**src/hdl/cpu_settings.svh**
```systemverilog
`ifndef CPU_SETTINGS_SVH
`define CPU_SETTINGS_SVH

// ################################################
// Core dimensions
// ################################################
`define CPU_XLEN      32            // Data and address width
`define CPU_RADDR_W   5             // Register specifier width
`define CPU_NUM_REGS  32            // Architectural registers

// ################################################
// Boot
// ################################################
`define CPU_RESET_PC  32'h0000_0000 // First fetch address

`endif

```
**src/hdl/cpu_pkg.sv**
```systemverilog
`include "cpu_settings.svh"
`default_nettype none

package cpu_pkg;

  typedef enum logic [5:0] {
    OP_SPECIAL = 6'h00,
    OP_J       = 6'h02,
    OP_BEQ     = 6'h04,
    OP_BNE     = 6'h05,
    OP_ADDIU   = 6'h09,
    OP_ORI     = 6'h0d,
    OP_LUI     = 6'h0f,
    OP_LW      = 6'h23,
    OP_SW      = 6'h2b
  } opcode_e;

  typedef enum logic [5:0] {
    FN_ADDU = 6'h21,
    FN_SUBU = 6'h23,
    FN_AND  = 6'h24,
    FN_OR   = 6'h25,
    FN_XOR  = 6'h26,
    FN_SLT  = 6'h2a
  } funct_e;

  typedef enum logic [3:0] {
    ALU_ADD,
    ALU_SUB,
    ALU_AND,
    ALU_OR,
    ALU_XOR,
    ALU_SLT,
    ALU_LUI
  } alu_op_e;

  typedef enum logic [1:0] {
    MEM_NONE,
    MEM_LOAD,
    MEM_STORE
  } mem_op_e;

  typedef struct packed {
    logic                    valid;
    logic [`CPU_XLEN-1:0]    pc;
    logic [`CPU_XLEN-1:0]    instr;
    alu_op_e                 alu_op;
    mem_op_e                 mem_op;
    logic [`CPU_XLEN-1:0]    op_a;
    logic [`CPU_XLEN-1:0]    op_b;
    logic [`CPU_XLEN-1:0]    store_data;
    logic                    wreg;
    logic [`CPU_RADDR_W-1:0] waddr;
  } id_ex_t;

  typedef struct packed {
    logic                    valid;
    logic [`CPU_XLEN-1:0]    pc;
    logic [`CPU_XLEN-1:0]    instr;
    mem_op_e                 mem_op;
    logic [`CPU_XLEN-1:0]    result;     // ALU value or memory address
    logic [`CPU_XLEN-1:0]    store_data;
    logic                    wreg;
    logic [`CPU_RADDR_W-1:0] waddr;
  } ex_mem_t;

  typedef struct packed {
    logic                    wreg;
    logic [`CPU_RADDR_W-1:0] waddr;
    logic [`CPU_XLEN-1:0]    wdata;
    logic                    is_load;
  } fwd_t;

  typedef struct packed {
    logic                    valid;
    logic [`CPU_XLEN-1:0]    pc;
    logic [`CPU_XLEN-1:0]    instr;
    logic                    wreg;
    logic [`CPU_RADDR_W-1:0] waddr;
    logic [`CPU_XLEN-1:0]    wdata;
  } wb_t;

endpackage

`default_nettype wire

```
**src/hdl/rf_read_if.sv**
```systemverilog
`include "cpu_settings.svh"
`default_nettype none

interface rf_read_if;
  logic                    re1;
  logic [`CPU_RADDR_W-1:0] raddr1;
  logic [`CPU_XLEN-1:0]    rdata1;
  logic                    re2;
  logic [`CPU_RADDR_W-1:0] raddr2;
  logic [`CPU_XLEN-1:0]    rdata2;

  modport decode (
    output re1, raddr1, re2, raddr2,
    input  rdata1, rdata2
  );

  modport regfile (
    input  re1, raddr1, re2, raddr2,
    output rdata1, rdata2
  );
endinterface

`default_nettype wire

```
**src/hdl/fetch_unit.sv**
```systemverilog
`include "cpu_settings.svh"
`default_nettype none

module fetch_unit (
  input  wire                  clk,
  input  wire                  rst_i,
  input  wire                  stall_i,
  input  wire                  branch_taken_i,
  input  wire [`CPU_XLEN-1:0]  branch_target_i,
  output logic [`CPU_XLEN-1:0] ram_raddr_o,
  output logic                 ram_en_o,
  output logic [`CPU_XLEN-1:0] if_pc_o,
  output logic                 if_valid_o
);

  logic [`CPU_XLEN-1:0] pc_q;        // Next sequential fetch address
  logic [`CPU_XLEN-1:0] flight_pc_q; // Address of the word returning now
  logic                 en_q;
  logic                 valid_q;

  // A stalled decode gets its own word back one cycle later
  assign ram_raddr_o = stall_i ? flight_pc_q : pc_q;
  assign ram_en_o    = en_q;
  assign if_pc_o     = flight_pc_q;
  assign if_valid_o  = valid_q;

  always_ff @(posedge clk) begin
    if (rst_i) begin
      en_q        <= 1'b0;
      valid_q     <= 1'b0;
      pc_q        <= `CPU_RESET_PC;
      flight_pc_q <= `CPU_RESET_PC;
    end else begin
      en_q    <= 1'b1;
      valid_q <= en_q & ~branch_taken_i; // Squash the slot behind a taken branch
      if (en_q) begin
        flight_pc_q <= ram_raddr_o;
        if (branch_taken_i) begin
          pc_q <= branch_target_i;
        end else begin
          pc_q <= ram_raddr_o + `CPU_XLEN'd4;
        end
      end
    end
  end

endmodule

`default_nettype wire

```
**src/hdl/regfile.sv**
```systemverilog
`include "cpu_settings.svh"
`default_nettype none

module regfile (
  input  wire                    clk,
  input  wire                    rst_i,
  rf_read_if.regfile             rd,
  input  wire                    we_i,
  input  wire [`CPU_RADDR_W-1:0] waddr_i,
  input  wire [`CPU_XLEN-1:0]    wdata_i
);

  logic [`CPU_XLEN-1:0] regs_q [`CPU_NUM_REGS];

  function automatic logic [`CPU_XLEN-1:0] read_port(
    input logic                    re,
    input logic [`CPU_RADDR_W-1:0] addr,
    input logic [`CPU_XLEN-1:0]    stored,
    input logic                    we,
    input logic [`CPU_RADDR_W-1:0] waddr,
    input logic [`CPU_XLEN-1:0]    wdata
  );
    logic [`CPU_XLEN-1:0] value;
    value = stored;
    if (!re || addr == '0) begin
      value = '0;
    end else if (we && waddr == addr) begin
      value = wdata;                     // Write-through
    end
    return value;
  endfunction

  assign rd.rdata1 = read_port(rd.re1, rd.raddr1, regs_q[rd.raddr1], we_i, waddr_i, wdata_i);
  assign rd.rdata2 = read_port(rd.re2, rd.raddr2, regs_q[rd.raddr2], we_i, waddr_i, wdata_i);

  always_ff @(posedge clk) begin
    if (rst_i) begin
      for (int i = 0; i < `CPU_NUM_REGS; i++) begin
        regs_q[i] <= '0;
      end
    end else if (we_i && waddr_i != '0) begin
      regs_q[waddr_i] <= wdata_i;      // r0 never written
    end
  end

endmodule

`default_nettype wire

```
**src/hdl/decode_stage.sv**
```systemverilog
`include "cpu_settings.svh"
`default_nettype none

module decode_stage (
  input  wire                  clk,
  input  wire                  rst_i,
  input  wire [`CPU_XLEN-1:0]  if_pc_i,
  input  wire [`CPU_XLEN-1:0]  if_instr_i,
  input  wire                  if_valid_i,
  rf_read_if.decode            rd,
  input  wire cpu_pkg::fwd_t   ex_fwd_i,
  input  wire cpu_pkg::fwd_t   mem_fwd_i,
  output logic                 stall_o,
  output logic                 branch_taken_o,
  output logic [`CPU_XLEN-1:0] branch_target_o,
  output cpu_pkg::id_ex_t      id_ex_o
);
  import cpu_pkg::*;

  opcode_e                 opcode;
  funct_e                  funct;
  logic [`CPU_RADDR_W-1:0] rs_addr;
  logic [`CPU_RADDR_W-1:0] rt_addr;
  logic [`CPU_RADDR_W-1:0] rd_addr;
  logic [`CPU_RADDR_W-1:0] waddr;
  logic [`CPU_XLEN-1:0]    imm_sext;
  logic [`CPU_XLEN-1:0]    imm_zext;
  logic [`CPU_XLEN-1:0]    imm_b;
  logic [`CPU_XLEN-1:0]    pc_plus4;
  logic [`CPU_XLEN-1:0]    rs_val;
  logic [`CPU_XLEN-1:0]    rt_val;
  alu_op_e                 alu_op;
  mem_op_e                 mem_op;
  logic                    use_rs;
  logic                    use_rt;
  logic                    use_imm;
  logic                    wreg;
  logic                    legal;
  logic                    is_beq;
  logic                    is_bne;
  logic                    is_j;
  logic                    issue;

  // Execute result is newest, then mem, then the regfile
  function automatic logic [`CPU_XLEN-1:0] resolve(
    input logic [`CPU_RADDR_W-1:0] addr,
    input logic [`CPU_XLEN-1:0]    rf_val,
    input fwd_t                    ex_f,
    input fwd_t                    mem_f
  );
    logic [`CPU_XLEN-1:0] value;
    value = rf_val;
    if (addr != '0) begin
      if (ex_f.wreg && ex_f.waddr == addr) begin
        value = ex_f.wdata;
      end else if (mem_f.wreg && mem_f.waddr == addr) begin
        value = mem_f.wdata;
      end
    end
    return value;
  endfunction

  // ################################################
  // Field extraction and decode
  // ################################################
  assign opcode   = opcode_e'(if_instr_i[31:26]);
  assign funct    = funct_e'(if_instr_i[5:0]);
  assign rs_addr  = if_instr_i[25:21];
  assign rt_addr  = if_instr_i[20:16];
  assign rd_addr  = if_instr_i[15:11];
  assign imm_sext = {{(`CPU_XLEN-16){if_instr_i[15]}}, if_instr_i[15:0]};
  assign imm_zext = {{(`CPU_XLEN-16){1'b0}}, if_instr_i[15:0]};
  assign pc_plus4 = if_pc_i + `CPU_XLEN'd4;

  always_comb begin
    alu_op  = ALU_ADD;
    mem_op  = MEM_NONE;
    use_rs  = 1'b0;
    use_rt  = 1'b0;
    use_imm = 1'b1;
    imm_b   = imm_sext;
    wreg    = 1'b0;
    waddr   = rt_addr;
    legal   = 1'b1;
    is_beq  = 1'b0;
    is_bne  = 1'b0;
    is_j    = 1'b0;
    case (opcode)
      OP_SPECIAL: begin
        use_rs  = 1'b1;
        use_rt  = 1'b1;
        use_imm = 1'b0;
        wreg    = 1'b1;
        waddr   = rd_addr;
        case (funct)
          FN_ADDU: alu_op = ALU_ADD;
          FN_SUBU: alu_op = ALU_SUB;
          FN_AND:  alu_op = ALU_AND;
          FN_OR:   alu_op = ALU_OR;
          FN_XOR:  alu_op = ALU_XOR;
          FN_SLT:  alu_op = ALU_SLT;
          default: legal  = 1'b0;
        endcase
      end
      OP_ADDIU: begin
        use_rs = 1'b1;
        wreg   = 1'b1;
      end
      OP_ORI: begin
        use_rs = 1'b1;
        wreg   = 1'b1;
        alu_op = ALU_OR;
        imm_b  = imm_zext;
      end
      OP_LUI: begin
        wreg   = 1'b1;
        alu_op = ALU_LUI;
        imm_b  = imm_zext;
      end
      OP_LW: begin
        use_rs = 1'b1;
        wreg   = 1'b1;
        mem_op = MEM_LOAD;
      end
      OP_SW: begin
        use_rs = 1'b1;
        use_rt = 1'b1;
        mem_op = MEM_STORE;
      end
      OP_BEQ: begin
        use_rs = 1'b1;
        use_rt = 1'b1;
        is_beq = 1'b1;
      end
      OP_BNE: begin
        use_rs = 1'b1;
        use_rt = 1'b1;
        is_bne = 1'b1;
      end
      OP_J:    is_j  = 1'b1;
      default: legal = 1'b0;
    endcase
  end

  // ################################################
  // Operands, load-use hazard and branches
  // ################################################
  assign rd.re1    = use_rs;
  assign rd.raddr1 = rs_addr;
  assign rd.re2    = use_rt;
  assign rd.raddr2 = rt_addr;

  assign rs_val = resolve(rs_addr, rd.rdata1, ex_fwd_i, mem_fwd_i);
  assign rt_val = resolve(rt_addr, rd.rdata2, ex_fwd_i, mem_fwd_i);

  // Load data is not ready until the load reaches mem
  assign stall_o = if_valid_i && ex_fwd_i.is_load && ex_fwd_i.waddr != '0 &&
                   ((use_rs && ex_fwd_i.waddr == rs_addr) ||
                    (use_rt && ex_fwd_i.waddr == rt_addr));

  assign branch_taken_o = if_valid_i && !stall_o &&
                          ((is_beq && rs_val == rt_val) ||
                           (is_bne && rs_val != rt_val) || is_j);

  assign branch_target_o = is_j ? {pc_plus4[`CPU_XLEN-1:28], if_instr_i[25:0], 2'b00}
                                : pc_plus4 + {imm_sext[`CPU_XLEN-3:0], 2'b00};

  // ################################################
  // ID/EX register
  // ################################################
  assign issue = if_valid_i && legal && !stall_o; // Otherwise a bubble

  always_ff @(posedge clk) begin
    id_ex_o.valid      <= issue;
    id_ex_o.pc         <= if_pc_i;
    id_ex_o.instr      <= if_instr_i;
    id_ex_o.alu_op     <= alu_op;
    id_ex_o.mem_op     <= mem_op;
    id_ex_o.op_a       <= rs_val;
    id_ex_o.op_b       <= use_imm ? imm_b : rt_val;
    id_ex_o.store_data <= rt_val;
    id_ex_o.wreg       <= issue && wreg;
    id_ex_o.waddr      <= waddr;
    if (rst_i) begin
      id_ex_o.valid <= 1'b0;
      id_ex_o.wreg  <= 1'b0;
    end
  end

endmodule

`default_nettype wire

```
**src/hdl/execute_stage.sv**
```systemverilog
`include "cpu_settings.svh"
`default_nettype none

module execute_stage (
  input  wire                    clk,
  input  wire                    rst_i,
  input  wire cpu_pkg::id_ex_t   id_ex_i,
  output cpu_pkg::fwd_t          ex_fwd_o,
  output cpu_pkg::ex_mem_t       ex_mem_o
);
  import cpu_pkg::*;

  logic [`CPU_XLEN-1:0] sum;
  logic [`CPU_XLEN-1:0] result;
  logic                 slt;

  assign sum = id_ex_i.op_a + id_ex_i.op_b;
  assign slt = $signed(id_ex_i.op_a) < $signed(id_ex_i.op_b);

  always_comb begin
    case (id_ex_i.alu_op)
      ALU_ADD: result = sum;
      ALU_SUB: result = id_ex_i.op_a - id_ex_i.op_b;
      ALU_AND: result = id_ex_i.op_a & id_ex_i.op_b;
      ALU_OR:  result = id_ex_i.op_a | id_ex_i.op_b;
      ALU_XOR: result = id_ex_i.op_a ^ id_ex_i.op_b;
      ALU_SLT: result = {{(`CPU_XLEN-1){1'b0}}, slt};
      ALU_LUI: result = {id_ex_i.op_b[15:0], 16'h0000};
      default: result = sum;
    endcase
  end

  // Published to decode in the same cycle
  always_comb begin
    ex_fwd_o.wreg    = id_ex_i.wreg;
    ex_fwd_o.waddr   = id_ex_i.waddr;
    ex_fwd_o.wdata   = result;
    ex_fwd_o.is_load = id_ex_i.valid && id_ex_i.wreg && id_ex_i.mem_op == MEM_LOAD;
  end

  always_ff @(posedge clk) begin
    ex_mem_o.valid      <= id_ex_i.valid;
    ex_mem_o.pc         <= id_ex_i.pc;
    ex_mem_o.instr      <= id_ex_i.instr;
    ex_mem_o.mem_op     <= id_ex_i.mem_op;
    ex_mem_o.result     <= (id_ex_i.mem_op == MEM_NONE) ? result : sum; // Address for LW/SW
    ex_mem_o.store_data <= id_ex_i.store_data;
    ex_mem_o.wreg       <= id_ex_i.wreg;
    ex_mem_o.waddr      <= id_ex_i.waddr;
    if (rst_i) begin
      ex_mem_o.valid <= 1'b0;
      ex_mem_o.wreg  <= 1'b0;
    end
  end

endmodule

`default_nettype wire

```
**src/hdl/mem_stage.sv**
```systemverilog
`include "cpu_settings.svh"
`default_nettype none

module mem_stage (
  input  wire                      clk,
  input  wire                      rst_i,
  input  wire cpu_pkg::ex_mem_t    ex_mem_i,
  input  wire [`CPU_XLEN-1:0]      dram_data_i,
  output logic [`CPU_XLEN-1:0]     dram_addr_o,
  output logic [`CPU_XLEN-1:0]     dram_data_o,
  output logic                     dram_we_o,
  output logic [`CPU_XLEN/8-1:0]   dram_sel_o,
  output logic                     dram_ce_o,
  output cpu_pkg::fwd_t            mem_fwd_o,
  output cpu_pkg::wb_t             wb_o
);
  import cpu_pkg::*;

  logic                 is_load;
  logic [`CPU_XLEN-1:0] wdata;

  assign is_load = ex_mem_i.valid && ex_mem_i.mem_op == MEM_LOAD;

  assign dram_ce_o   = ex_mem_i.valid && ex_mem_i.mem_op != MEM_NONE;
  assign dram_we_o   = ex_mem_i.valid && ex_mem_i.mem_op == MEM_STORE;
  assign dram_sel_o  = dram_ce_o ? '1 : '0; // Word accesses only
  assign dram_addr_o = ex_mem_i.result;
  assign dram_data_o = ex_mem_i.store_data;

  assign wdata = is_load ? dram_data_i : ex_mem_i.result;

  always_comb begin
    mem_fwd_o.wreg    = ex_mem_i.wreg;
    mem_fwd_o.waddr   = ex_mem_i.waddr;
    mem_fwd_o.wdata   = wdata;
    mem_fwd_o.is_load = is_load;
  end

  // MEM/WB register that also drives the commit port
  always_ff @(posedge clk) begin
    wb_o.valid <= ex_mem_i.valid;
    wb_o.pc    <= ex_mem_i.pc;
    wb_o.instr <= ex_mem_i.instr;
    wb_o.wreg  <= ex_mem_i.wreg;
    wb_o.waddr <= ex_mem_i.waddr;
    wb_o.wdata <= wdata;
    if (rst_i) begin
      wb_o.valid <= 1'b0;
      wb_o.wreg  <= 1'b0;
    end
  end

endmodule

`default_nettype wire

```
**src/hdl/cpu_top.sv**
```systemverilog
`include "cpu_settings.svh"
`default_nettype none

module cpu_top (
  input  wire                      clk,
  input  wire                      rst_i,
  input  wire [`CPU_XLEN-1:0]      ram_rdata_i,
  input  wire [`CPU_XLEN-1:0]      dram_data_i,
  output logic [`CPU_XLEN-1:0]     ram_raddr_o,
  output logic                     ram_en_o,
  output logic [`CPU_XLEN-1:0]     dram_addr_o,
  output logic [`CPU_XLEN-1:0]     dram_data_o,
  output logic                     dram_we_o,
  output logic [`CPU_XLEN/8-1:0]   dram_sel_o,
  output logic                     dram_ce_o,
  output logic                     commit_valid_o,
  output logic [`CPU_XLEN-1:0]     commit_pc_o,
  output logic [`CPU_XLEN-1:0]     commit_instr_o,
  output logic                     commit_wreg_o,
  output logic [`CPU_RADDR_W-1:0]  commit_waddr_o,
  output logic [`CPU_XLEN-1:0]     commit_wdata_o,
  output logic                     branch_taken_o
);
  import cpu_pkg::*;

  logic [`CPU_XLEN-1:0] if_pc;
  logic                 if_valid;
  logic                 stall;
  logic                 branch_taken;
  logic [`CPU_XLEN-1:0] branch_target;
  id_ex_t               id_ex;
  ex_mem_t              ex_mem;
  fwd_t                 ex_fwd;
  fwd_t                 mem_fwd;
  wb_t                  wb;

  rf_read_if rf_rd ();

  assign branch_taken_o = branch_taken;

  assign commit_valid_o = wb.valid;
  assign commit_pc_o    = wb.pc;
  assign commit_instr_o = wb.instr;
  assign commit_wreg_o  = wb.wreg;
  assign commit_waddr_o = wb.waddr;
  assign commit_wdata_o = wb.wdata;

  fetch_unit u_fetch (
    .clk             (clk),
    .rst_i           (rst_i),
    .stall_i         (stall),
    .branch_taken_i  (branch_taken),
    .branch_target_i (branch_target),
    .ram_raddr_o     (ram_raddr_o),
    .ram_en_o        (ram_en_o),
    .if_pc_o         (if_pc),
    .if_valid_o      (if_valid)
  );

  decode_stage u_decode (
    .clk             (clk),
    .rst_i           (rst_i),
    .if_pc_i         (if_pc),
    .if_instr_i      (ram_rdata_i),
    .if_valid_i      (if_valid),
    .rd              (rf_rd.decode),
    .ex_fwd_i        (ex_fwd),
    .mem_fwd_i       (mem_fwd),
    .stall_o         (stall),
    .branch_taken_o  (branch_taken),
    .branch_target_o (branch_target),
    .id_ex_o         (id_ex)
  );

  execute_stage u_execute (
    .clk      (clk),
    .rst_i    (rst_i),
    .id_ex_i  (id_ex),
    .ex_fwd_o (ex_fwd),
    .ex_mem_o (ex_mem)
  );

  mem_stage u_mem (
    .clk         (clk),
    .rst_i       (rst_i),
    .ex_mem_i    (ex_mem),
    .dram_data_i (dram_data_i),
    .dram_addr_o (dram_addr_o),
    .dram_data_o (dram_data_o),
    .dram_we_o   (dram_we_o),
    .dram_sel_o  (dram_sel_o),
    .dram_ce_o   (dram_ce_o),
    .mem_fwd_o   (mem_fwd),
    .wb_o        (wb)
  );

  regfile u_regfile (
    .clk     (clk),
    .rst_i   (rst_i),
    .rd      (rf_rd.regfile),
    .we_i    (wb.wreg),
    .waddr_i (wb.waddr),
    .wdata_i (wb.wdata)
  );

endmodule

`default_nettype wire

```
**config.mk**
```make
export PLATFORM = sky130hd
export DESIGN_NAME = cpu_top
export DESIGN_NICKNAME = d
export VERILOG_FILES = /design/src/hdl/cpu_pkg.sv /design/src/hdl/rf_read_if.sv /design/src/hdl/fetch_unit.sv /design/src/hdl/regfile.sv /design/src/hdl/decode_stage.sv /design/src/hdl/execute_stage.sv /design/src/hdl/mem_stage.sv /design/src/hdl/cpu_top.sv
export VERILOG_INCLUDE_DIRS = /design/src /design/src/hdl
export SDC_FILE = /design/constraint.sdc
export NUM_CORES = 2
export LEC_CHECK = 0
export ABC_AREA = 1
export CORE_MARGIN = 4
export CORE_UTILIZATION = 35
export CTS_BUF_LIST = sky130_fd_sc_hd__clkbuf_8
export CTS_CLUSTER_SIZE = 28
export DETAILED_ROUTE_END_ITERATION = 6
export DONT_BUFFER_PORTS = 1
export PLACE_DENSITY = 0.47
export SLEW_MARGIN = 20
export SYNTH_ARGS = -nofsm -noshare
export SYNTH_HDL_FRONTEND = slang
export SYNTH_SLANG_ARGS = --single-unit
export TNS_END_PERCENT = 100
```
**constraint.sdc**
```tcl
create_clock -name clk -period 6.44 [get_ports clk]
set_input_delay 1.288 -clock clk [delete_from_list [all_inputs] [get_ports clk]]
set_output_delay 1.288 -clock clk [all_outputs]
set_load 0.03 [all_outputs]
```
Word-level counts from Yosys, hierarchy flattened
Memory sizes are Yosys's and may differ from the RTL's. Cells that the tools add are included.

Register bits: 479. Bits in latches: 0. Bits in writable memories: 1024. Memory bits (read-only): 0. Output and inout port bits: 207. Logic and storage cells: 159. Memories kept: 1.

$add $sub $neg: 5. Multiply operators: 0. Div/mod/pow operators: 0. Order comparisons: 1. Equal/unequal tests: 31. Shift operators: 0. Multiplexer cells: 40. Bitwise logic cells: 5. Reductions and logical operators: 48.

Memories: u_regfile.regs_q (depth 32, bits a word 32, rd ports 2, clocked after memory_dff 0, write ports 32, line regfile.sv:13) `` logic [`CPU_XLEN-1:0] regs_q [`CPU_NUM_REGS]; ``.

Operators by type and width (count): 32-bit two-way mux (18); 32-bit one-hot mux with 6 select lines (1); 32-bit by 3-bit adder with 32-bit output (second input constant) (2); 32-bit adder (2); 6-bit == test (second input constant) (8); 32-bit bitwise AND (1); 32-bit == test (1); 32-bit < comparator (1); 32-bit != test (1); 32-bit bitwise OR (1); 32-bit OR reduction (1); 32-bit subtractor (1); 32-bit bitwise XOR (1); 5-bit == test (6); 1-bit logical AND (24); 5-bit nonzero test (4); 6-bit by 4-bit == test with 1-bit output (second input constant) (3); 3-bit one-hot mux with 5 select lines (1); 1-bit two-way mux (14); 4-bit by 3-bit == test with 1-bit output (second input constant) (3); 6-bit by 3-bit == test with 1-bit output (second input constant) (2); 4-bit one-hot mux with 3 select lines (1); 5-bit zero test (2); 5-bit two-way mux (2); other kinds (21) (29).

Longest topological paths before layout
Word-level depth: 16. Mapped depth: 34. Gate-level depth less buffers: 33.

Cells and area by module
From an unflattened synthesis, not the netlist that was laid out.

Cell total of the unflattened synthesis: 11856. Area, all modules: 87094.8 sq um.

Modules (own cells, without submodules): regfile (instances 1, cells an instance 7577, area an instance 58840.2 sq um, sequential area each 30749.5 sq um); decode_stage (instances 1, cells an instance 1761, area an instance 11014.3 sq um, sequential area each 3443.3 sq um); execute_stage (instances 1, cells an instance 1559, area an instance 9983.3 sq um, sequential area each 2742.6 sq um); fetch_unit (instances 1, cells an instance 661, area an instance 4038.9 sq um, sequential area each 1321.3 sq um); mem_stage (instances 1, cells an instance 298, area an instance 3218.1 sq um, sequential area each 2062.0 sq um).

Least setup slack after synthesis
OpenSTA, ideal clock, no wires.

Kind: input to output. Start: in ram_rdata_i[25]. End: out branch_taken_o. Arrival: 3541 ps. Required time: 5152 ps. Slack: 1611 ps. Stages: 21. Buffers on the path: 2. Cells stage by stage: buf_2 > inv_2 > o22ai_1 > nor2_1 > nand4_4 > inv_4 > buf_2 > a21oi_1 > nand2_1 > nand2_1 > nand3_1 > nand2_1 > nand2_1 > nand2_1 > nor2_1 > nand4_1 > nor2_1 > nand3_1 > nand3_2 > nand2_1 > inv_1.

Word-level cells in the longest chain between the ends: 12. Elaborated cells on any way between the ends: 27. Classes of those cells: eq/ne (5); mux (5); reduce/logical (16); memory (1).

RTL lines: start, declared (line cpu_top.sv:7) `` input wire [`CPU_XLEN-1:0] ram_rdata_i, ``; branches (longest 11 deep; another with memory read 32 x 32 bit); 1-bit logical AND (*) (line decode_stage.sv:161) `assign branch_taken_o = if_valid_i && !stall_o &&`; end, declared (line cpu_top.sv:22) `output logic branch_taken_o`.

Every way passes the cells marked *.

Final worst setup path
Start: in ram_rdata_i[22]. End: out branch_taken_o.

Word-level cells in the longest chain between the ends: 12. Elaborated cells on any way between the ends: 27. Classes of those cells: eq/ne (5); mux (5); reduce/logical (16); memory (1).

RTL lines: branches (longest 6 deep; another with memory read 32 x 32 bit); 32-bit two-way mux (*) (line decode_stage.sv:53) `if (addr != '0) begin`; net u_decode.rs_val[30] (line decode_stage.sv:30) `` logic [`CPU_XLEN-1:0] rs_val; ``; 32-bit == test / 32-bit != test (equally long branches) (line decode_stage.sv:162, decode_stage.sv:163); 1-bit logical AND (on tied branches) (line decode_stage.sv:162, decode_stage.sv:163); 1-bit logical OR (*) (line decode_stage.sv:162) `((is_beq && rs_val == rt_val) ||`; 1-bit logical OR (*) (line decode_stage.sv:163) `(is_bne && rs_val != rt_val) || is_j);`; 1-bit logical AND (*) (line decode_stage.sv:161).

Mark *: on every way through the listed nets, which the timed path passes.

==> run summary <==
Yosys reg bits - 1502
max cap viols - 0
Sink Count - 1502
FF-to-FF End - u_fetch.pc_q[31]
CP peak stage delay - 0.64 ns
final instance area - 0.0947 mm2
layout cells sized above 1 - 12.2%
Routed WL - 381000 um
Worst Path Required - 5.15 ns
final slew viol count - 194
clock transition at the registers of the reported paths - 0.06 ns
fin crit share - 114%
cell repeated most along the worst path - nand2_1
die width - 495 um
initial antenna violation count - 26
Initial Util - 35.2%
# setup viols final - 1
placed inst area - 0.0874 mm2
crit path DAT - 6.07 ns
Clock Latency Late Sink - 1.05 ns
antenna-violating nets left - 0
Final Hold Viols - 0
Hold Crit Depth - 0
Post-Synthesis Cells - 10492
Critical-path top delay cell - a21oi_1
full die area - 0.245 mm2
FF-to-FF setup slack - 1.20 ns
Synth warnings - 0
Hold WC Path Type - input port to flop
Die H - 495 um
Setup WS pre-CTS - -0.109 ns
prevailing post-synth register cell - edfxtp_1
Worst slew margin - -78.2%
Root Driver - clkbuf_8
Via Count - 77618
CTS tree - built
# DRC - 5
status - finished, violations left
Area Growth Syn to Fin - 14.3%
first-pass GRT wire length - 523000 um
Cell Pwr Density - 255 mW/mm2
LEAKAGE - 40.8 nW
WL/cell - 27.5 um
port buffer count - 0
GR Util All Layers - 29.3%
Vias/cell - 5.60
Layout Nets - 10707
# fillers - 23984
Max clock buf depth - 4
Worst Skew - 0.0824 ns
Worst Tran Pin Value - 2.67 ns
number of buffers inserted by hold repair at cts - 0
Crit Path Max Fanout - 395
synth unique cells - 60
CP Launch Type - input port
Crit. End Element - output pin
final setup margin - -0.918 ns
gr ovfl total - 0
mean post-synth cell area - 7.90 um2
hold path start - ram_rdata_i[0]
core box area - 0.235 mm2
row count - 178
DRT iter0 DRCs - 10570
crit path cell chain - a21oi_1 -> o21ai_0 -> nand3_1 -> nand3_1 -> nand3_1 -> nand2_1 -> nand2_1 -> nand2_1 -> nand2_1 -> nand2_1 -> a21oi_2 -> nand2_1 -> nand2_1 -> nand2_1 -> nor2_4 -> nand2_2 -> nor2_4 -> nand2_2 -> nand2_2 -> nand3_4 -> nand2_4 -> inv_4 -> buf_6
Post-Syn Area - 0.0829 mm2
sequential element share of the synthesized area - 48.6%
GPL Wtd Cong - 0.925
failing checks - DRC, slew limit, setup timing
reg2reg start - u_fetch.if_pc_o[3]
H-tree levels - 5
largest net degree at the start of global routing - 956
worst r2r path cells - 29
CTS buffer count - 296
critical path class - input port to output pin
Initial DRT Pass Iterations - 7
Highest Clock Rate - 136 MHz
vias in the first global route - 72445
post-DP HPWL - 232000 um
IO Count - 273
worst vdd ir - 0.241 mV
EDFF count, synth - 1024
Hold EP - u_decode.id_ex_o[108]
post-route minimum period - 7.36 ns
async set or reset register ratio after synthesis - 0%
[worst max-delay path by stage]
stage,endpoint,slack (ns),cells past startpoint,start
2_1_floorplan,branch_taken_o,1.61,21,ram_rdata_i[25]
3_3_place_gp,branch_taken_o,-0.20,25,ram_rdata_i[21]
3_5_place_dp,branch_taken_o,-0.11,24,ram_rdata_i[16]
4_1_cts,branch_taken_o,0.002,31,u_decode.id_ex_o[70]
5_1_grt,branch_taken_o,-0.05,25,ram_rdata_i[21]
6_report,branch_taken_o,-0.92,23,ram_rdata_i[22]
[cells in the final DEF, fill, tap and decap left out, types with 14 or more instances in the layout]
cell type     n
clkinv_2     21
o21bai_1     14
nor2_2       24
nand2_1    1991
buf_4       415
nor2_1     1312
nand3_1    1171
xor2_1       63
o21ai_2      19
nand2_2      95
buf_6        16
a21oi_1     656
clkbuf_16    21
mux2i_1      33
edfxtp_1   1024
nand2_4      14
o22ai_1      32
or2_2        54
a21oi_2      29
nand4_1      42
clkinv_1     42
buf_12       68
nor3_1       47
o21ai_1     113
dfxtp_1     468
inv_2        46
o21ai_0     584
inv_1      1136
nand3_2      58
conb_1       32
clkbuf_8    320
ha_1        111
o211ai_1    417
xnor2_1      26
[final cells by class]
class                      instances  area, um2  area share, %
antenna                           12       30.0         0.0317
clock buffer                     320       4400           4.65
clock inverter                   169       1040           1.10
inverter                        1108       4240           4.48
multi-input combinational       7068      35200           37.1
sequential                      1502      40300           42.6
tap                             3150       3940           4.16
timing repair buffer             534       5510           5.81
timing repair inverter             1       30.0         0.0317
[per-layer routing]
metal	routed length, um	global-route usage (%)	vias to the layer above
li1	-	-	34907
met1	156000	39.5	37652
met2	170000	45.9	4276
met3	38300	5.90	781
met4	16800	12.5	2
met5	13	0	-
[cell families (layout without fill, tap and decap cells)]
kind of cell / count (synthesis) / after routing / share of synthesized area (%)
AND/OR/NAND/NOR: 4854 / 4854 / 24.5
buffers and inverters: 1953 / 2132 / 10.2
AO/OA/AOI/OAI: 1928 / 1928 / 13.4
flip-flops: 1502 / 1502 / 48.6
adder cells (fa/ha/maj): 130 / 130 / 1.99
XOR/XNOR: 91 / 91 / 0.962
multiplexers: 33 / 33 / 0.399
other: 1 / 44 / 0.00452
[power by group]
group | internal [mW] | leakage (nW) | switching [mW]
combinational | 1.00 | 23.4 | 2.59
sequential | 10.7 | 14.3 | 0.466
clock | 5.05 | 3.11 | 4.29
total | 16.8 | 40.8 | 7.35
[state kept, by name, summed over array words and instances (netlist names)]
signal              cells
u_fetch.if_valid_o      1
u_mem.wb_o            103
u_regfile.regs_q     1024
u_fetch.ram_en_o        1
u_fetch.if_pc_o        32
u_decode.id_ex_o      172
u_fetch.pc_q           32
u_execute.ex_mem_o    137
[Yosys cell counts, types with 7 or more instances]
| cell | instances | area (um2) |
|---|---|---|
| ha_1 | 127 | 1590 |
| a31oi_1 | 13 | 81.3 |
| xnor2_1 | 26 | 228 |
| o21ai_0 | 597 | 2990 |
| buf_4 | 124 | 931 |
| inv_1 | 1052 | 3950 |
| nor4_1 | 7 | 43.8 |
| inv_2 | 46 | 173 |
| edfxtp_1 | 1024 | 30700 |
| or2_1 | 9 | 56.3 |
| nand4_1 | 42 | 263 |
| mux2i_1 | 33 | 330 |
| a221oi_1 | 12 | 105 |
| clkbuf_1 | 314 | 1180 |
| a21oi_2 | 17 | 149 |
| o211ai_1 | 417 | 3130 |
| xor2_1 | 65 | 569 |
| dfxtp_1 | 478 | 9570 |
| a211oi_1 | 9 | 67.6 |
| nand3_1 | 1230 | 6160 |
| buf_6 | 26 | 293 |
| o22ai_1 | 32 | 200 |
| nor2_2 | 13 | 81.3 |
| nand2_1 | 2096 | 7870 |
| o21bai_1 | 14 | 105 |
| buf_2 | 330 | 1650 |
| nor3_1 | 48 | 240 |
| a21oi_1 | 668 | 3340 |
| or2_2 | 54 | 338 |
| o21ai_1 | 101 | 505 |
| nor2_1 | 1329 | 4990 |
| buf_1 | 51 | 191 |
| o21ai_2 | 18 | 158 |
[through the flow]
step / total power [mW] / setup TNS, ns / hold slack [ns] / utilization [%] / cells
after CTS: 24.0 / 0 / 0.162 / 39.5 / 13798
after detailed placement: 14.7 / -0.109 / 0.312 / 37.1 / 13309
after global placement: 14.6 / -0.198 / 0.310 / 37.1 / 13309
final: 24.1 / -0.918 / 0.275 / 40.2 / 13864
after global routing: 25.0 / -0.0499 / 0.181 / 40.2 / 13859
after floorplan: 13.4 / 0 / 0.310 / - / 10523
[worst max-delay path: cells and delay by family]
| kind | cells | cell delay (ns) |
|---|---|---|
| AOI/OAI and AO/OA | 3 | 0.99 |
| and+or+nand+nor | 18 | 2.32 |
| buffers and inverters | 2 | 0.19 |
[repair_timing]
action | 4_1_cts | 5_1_grt
resized for setup | 63 | 187
setup buffers | 0 | 28
setup endpoints to repair | 1 | 16
pin swaps | 1 | 42
gates cloned | 0 | 23
(Power assumes the default switching activity.)
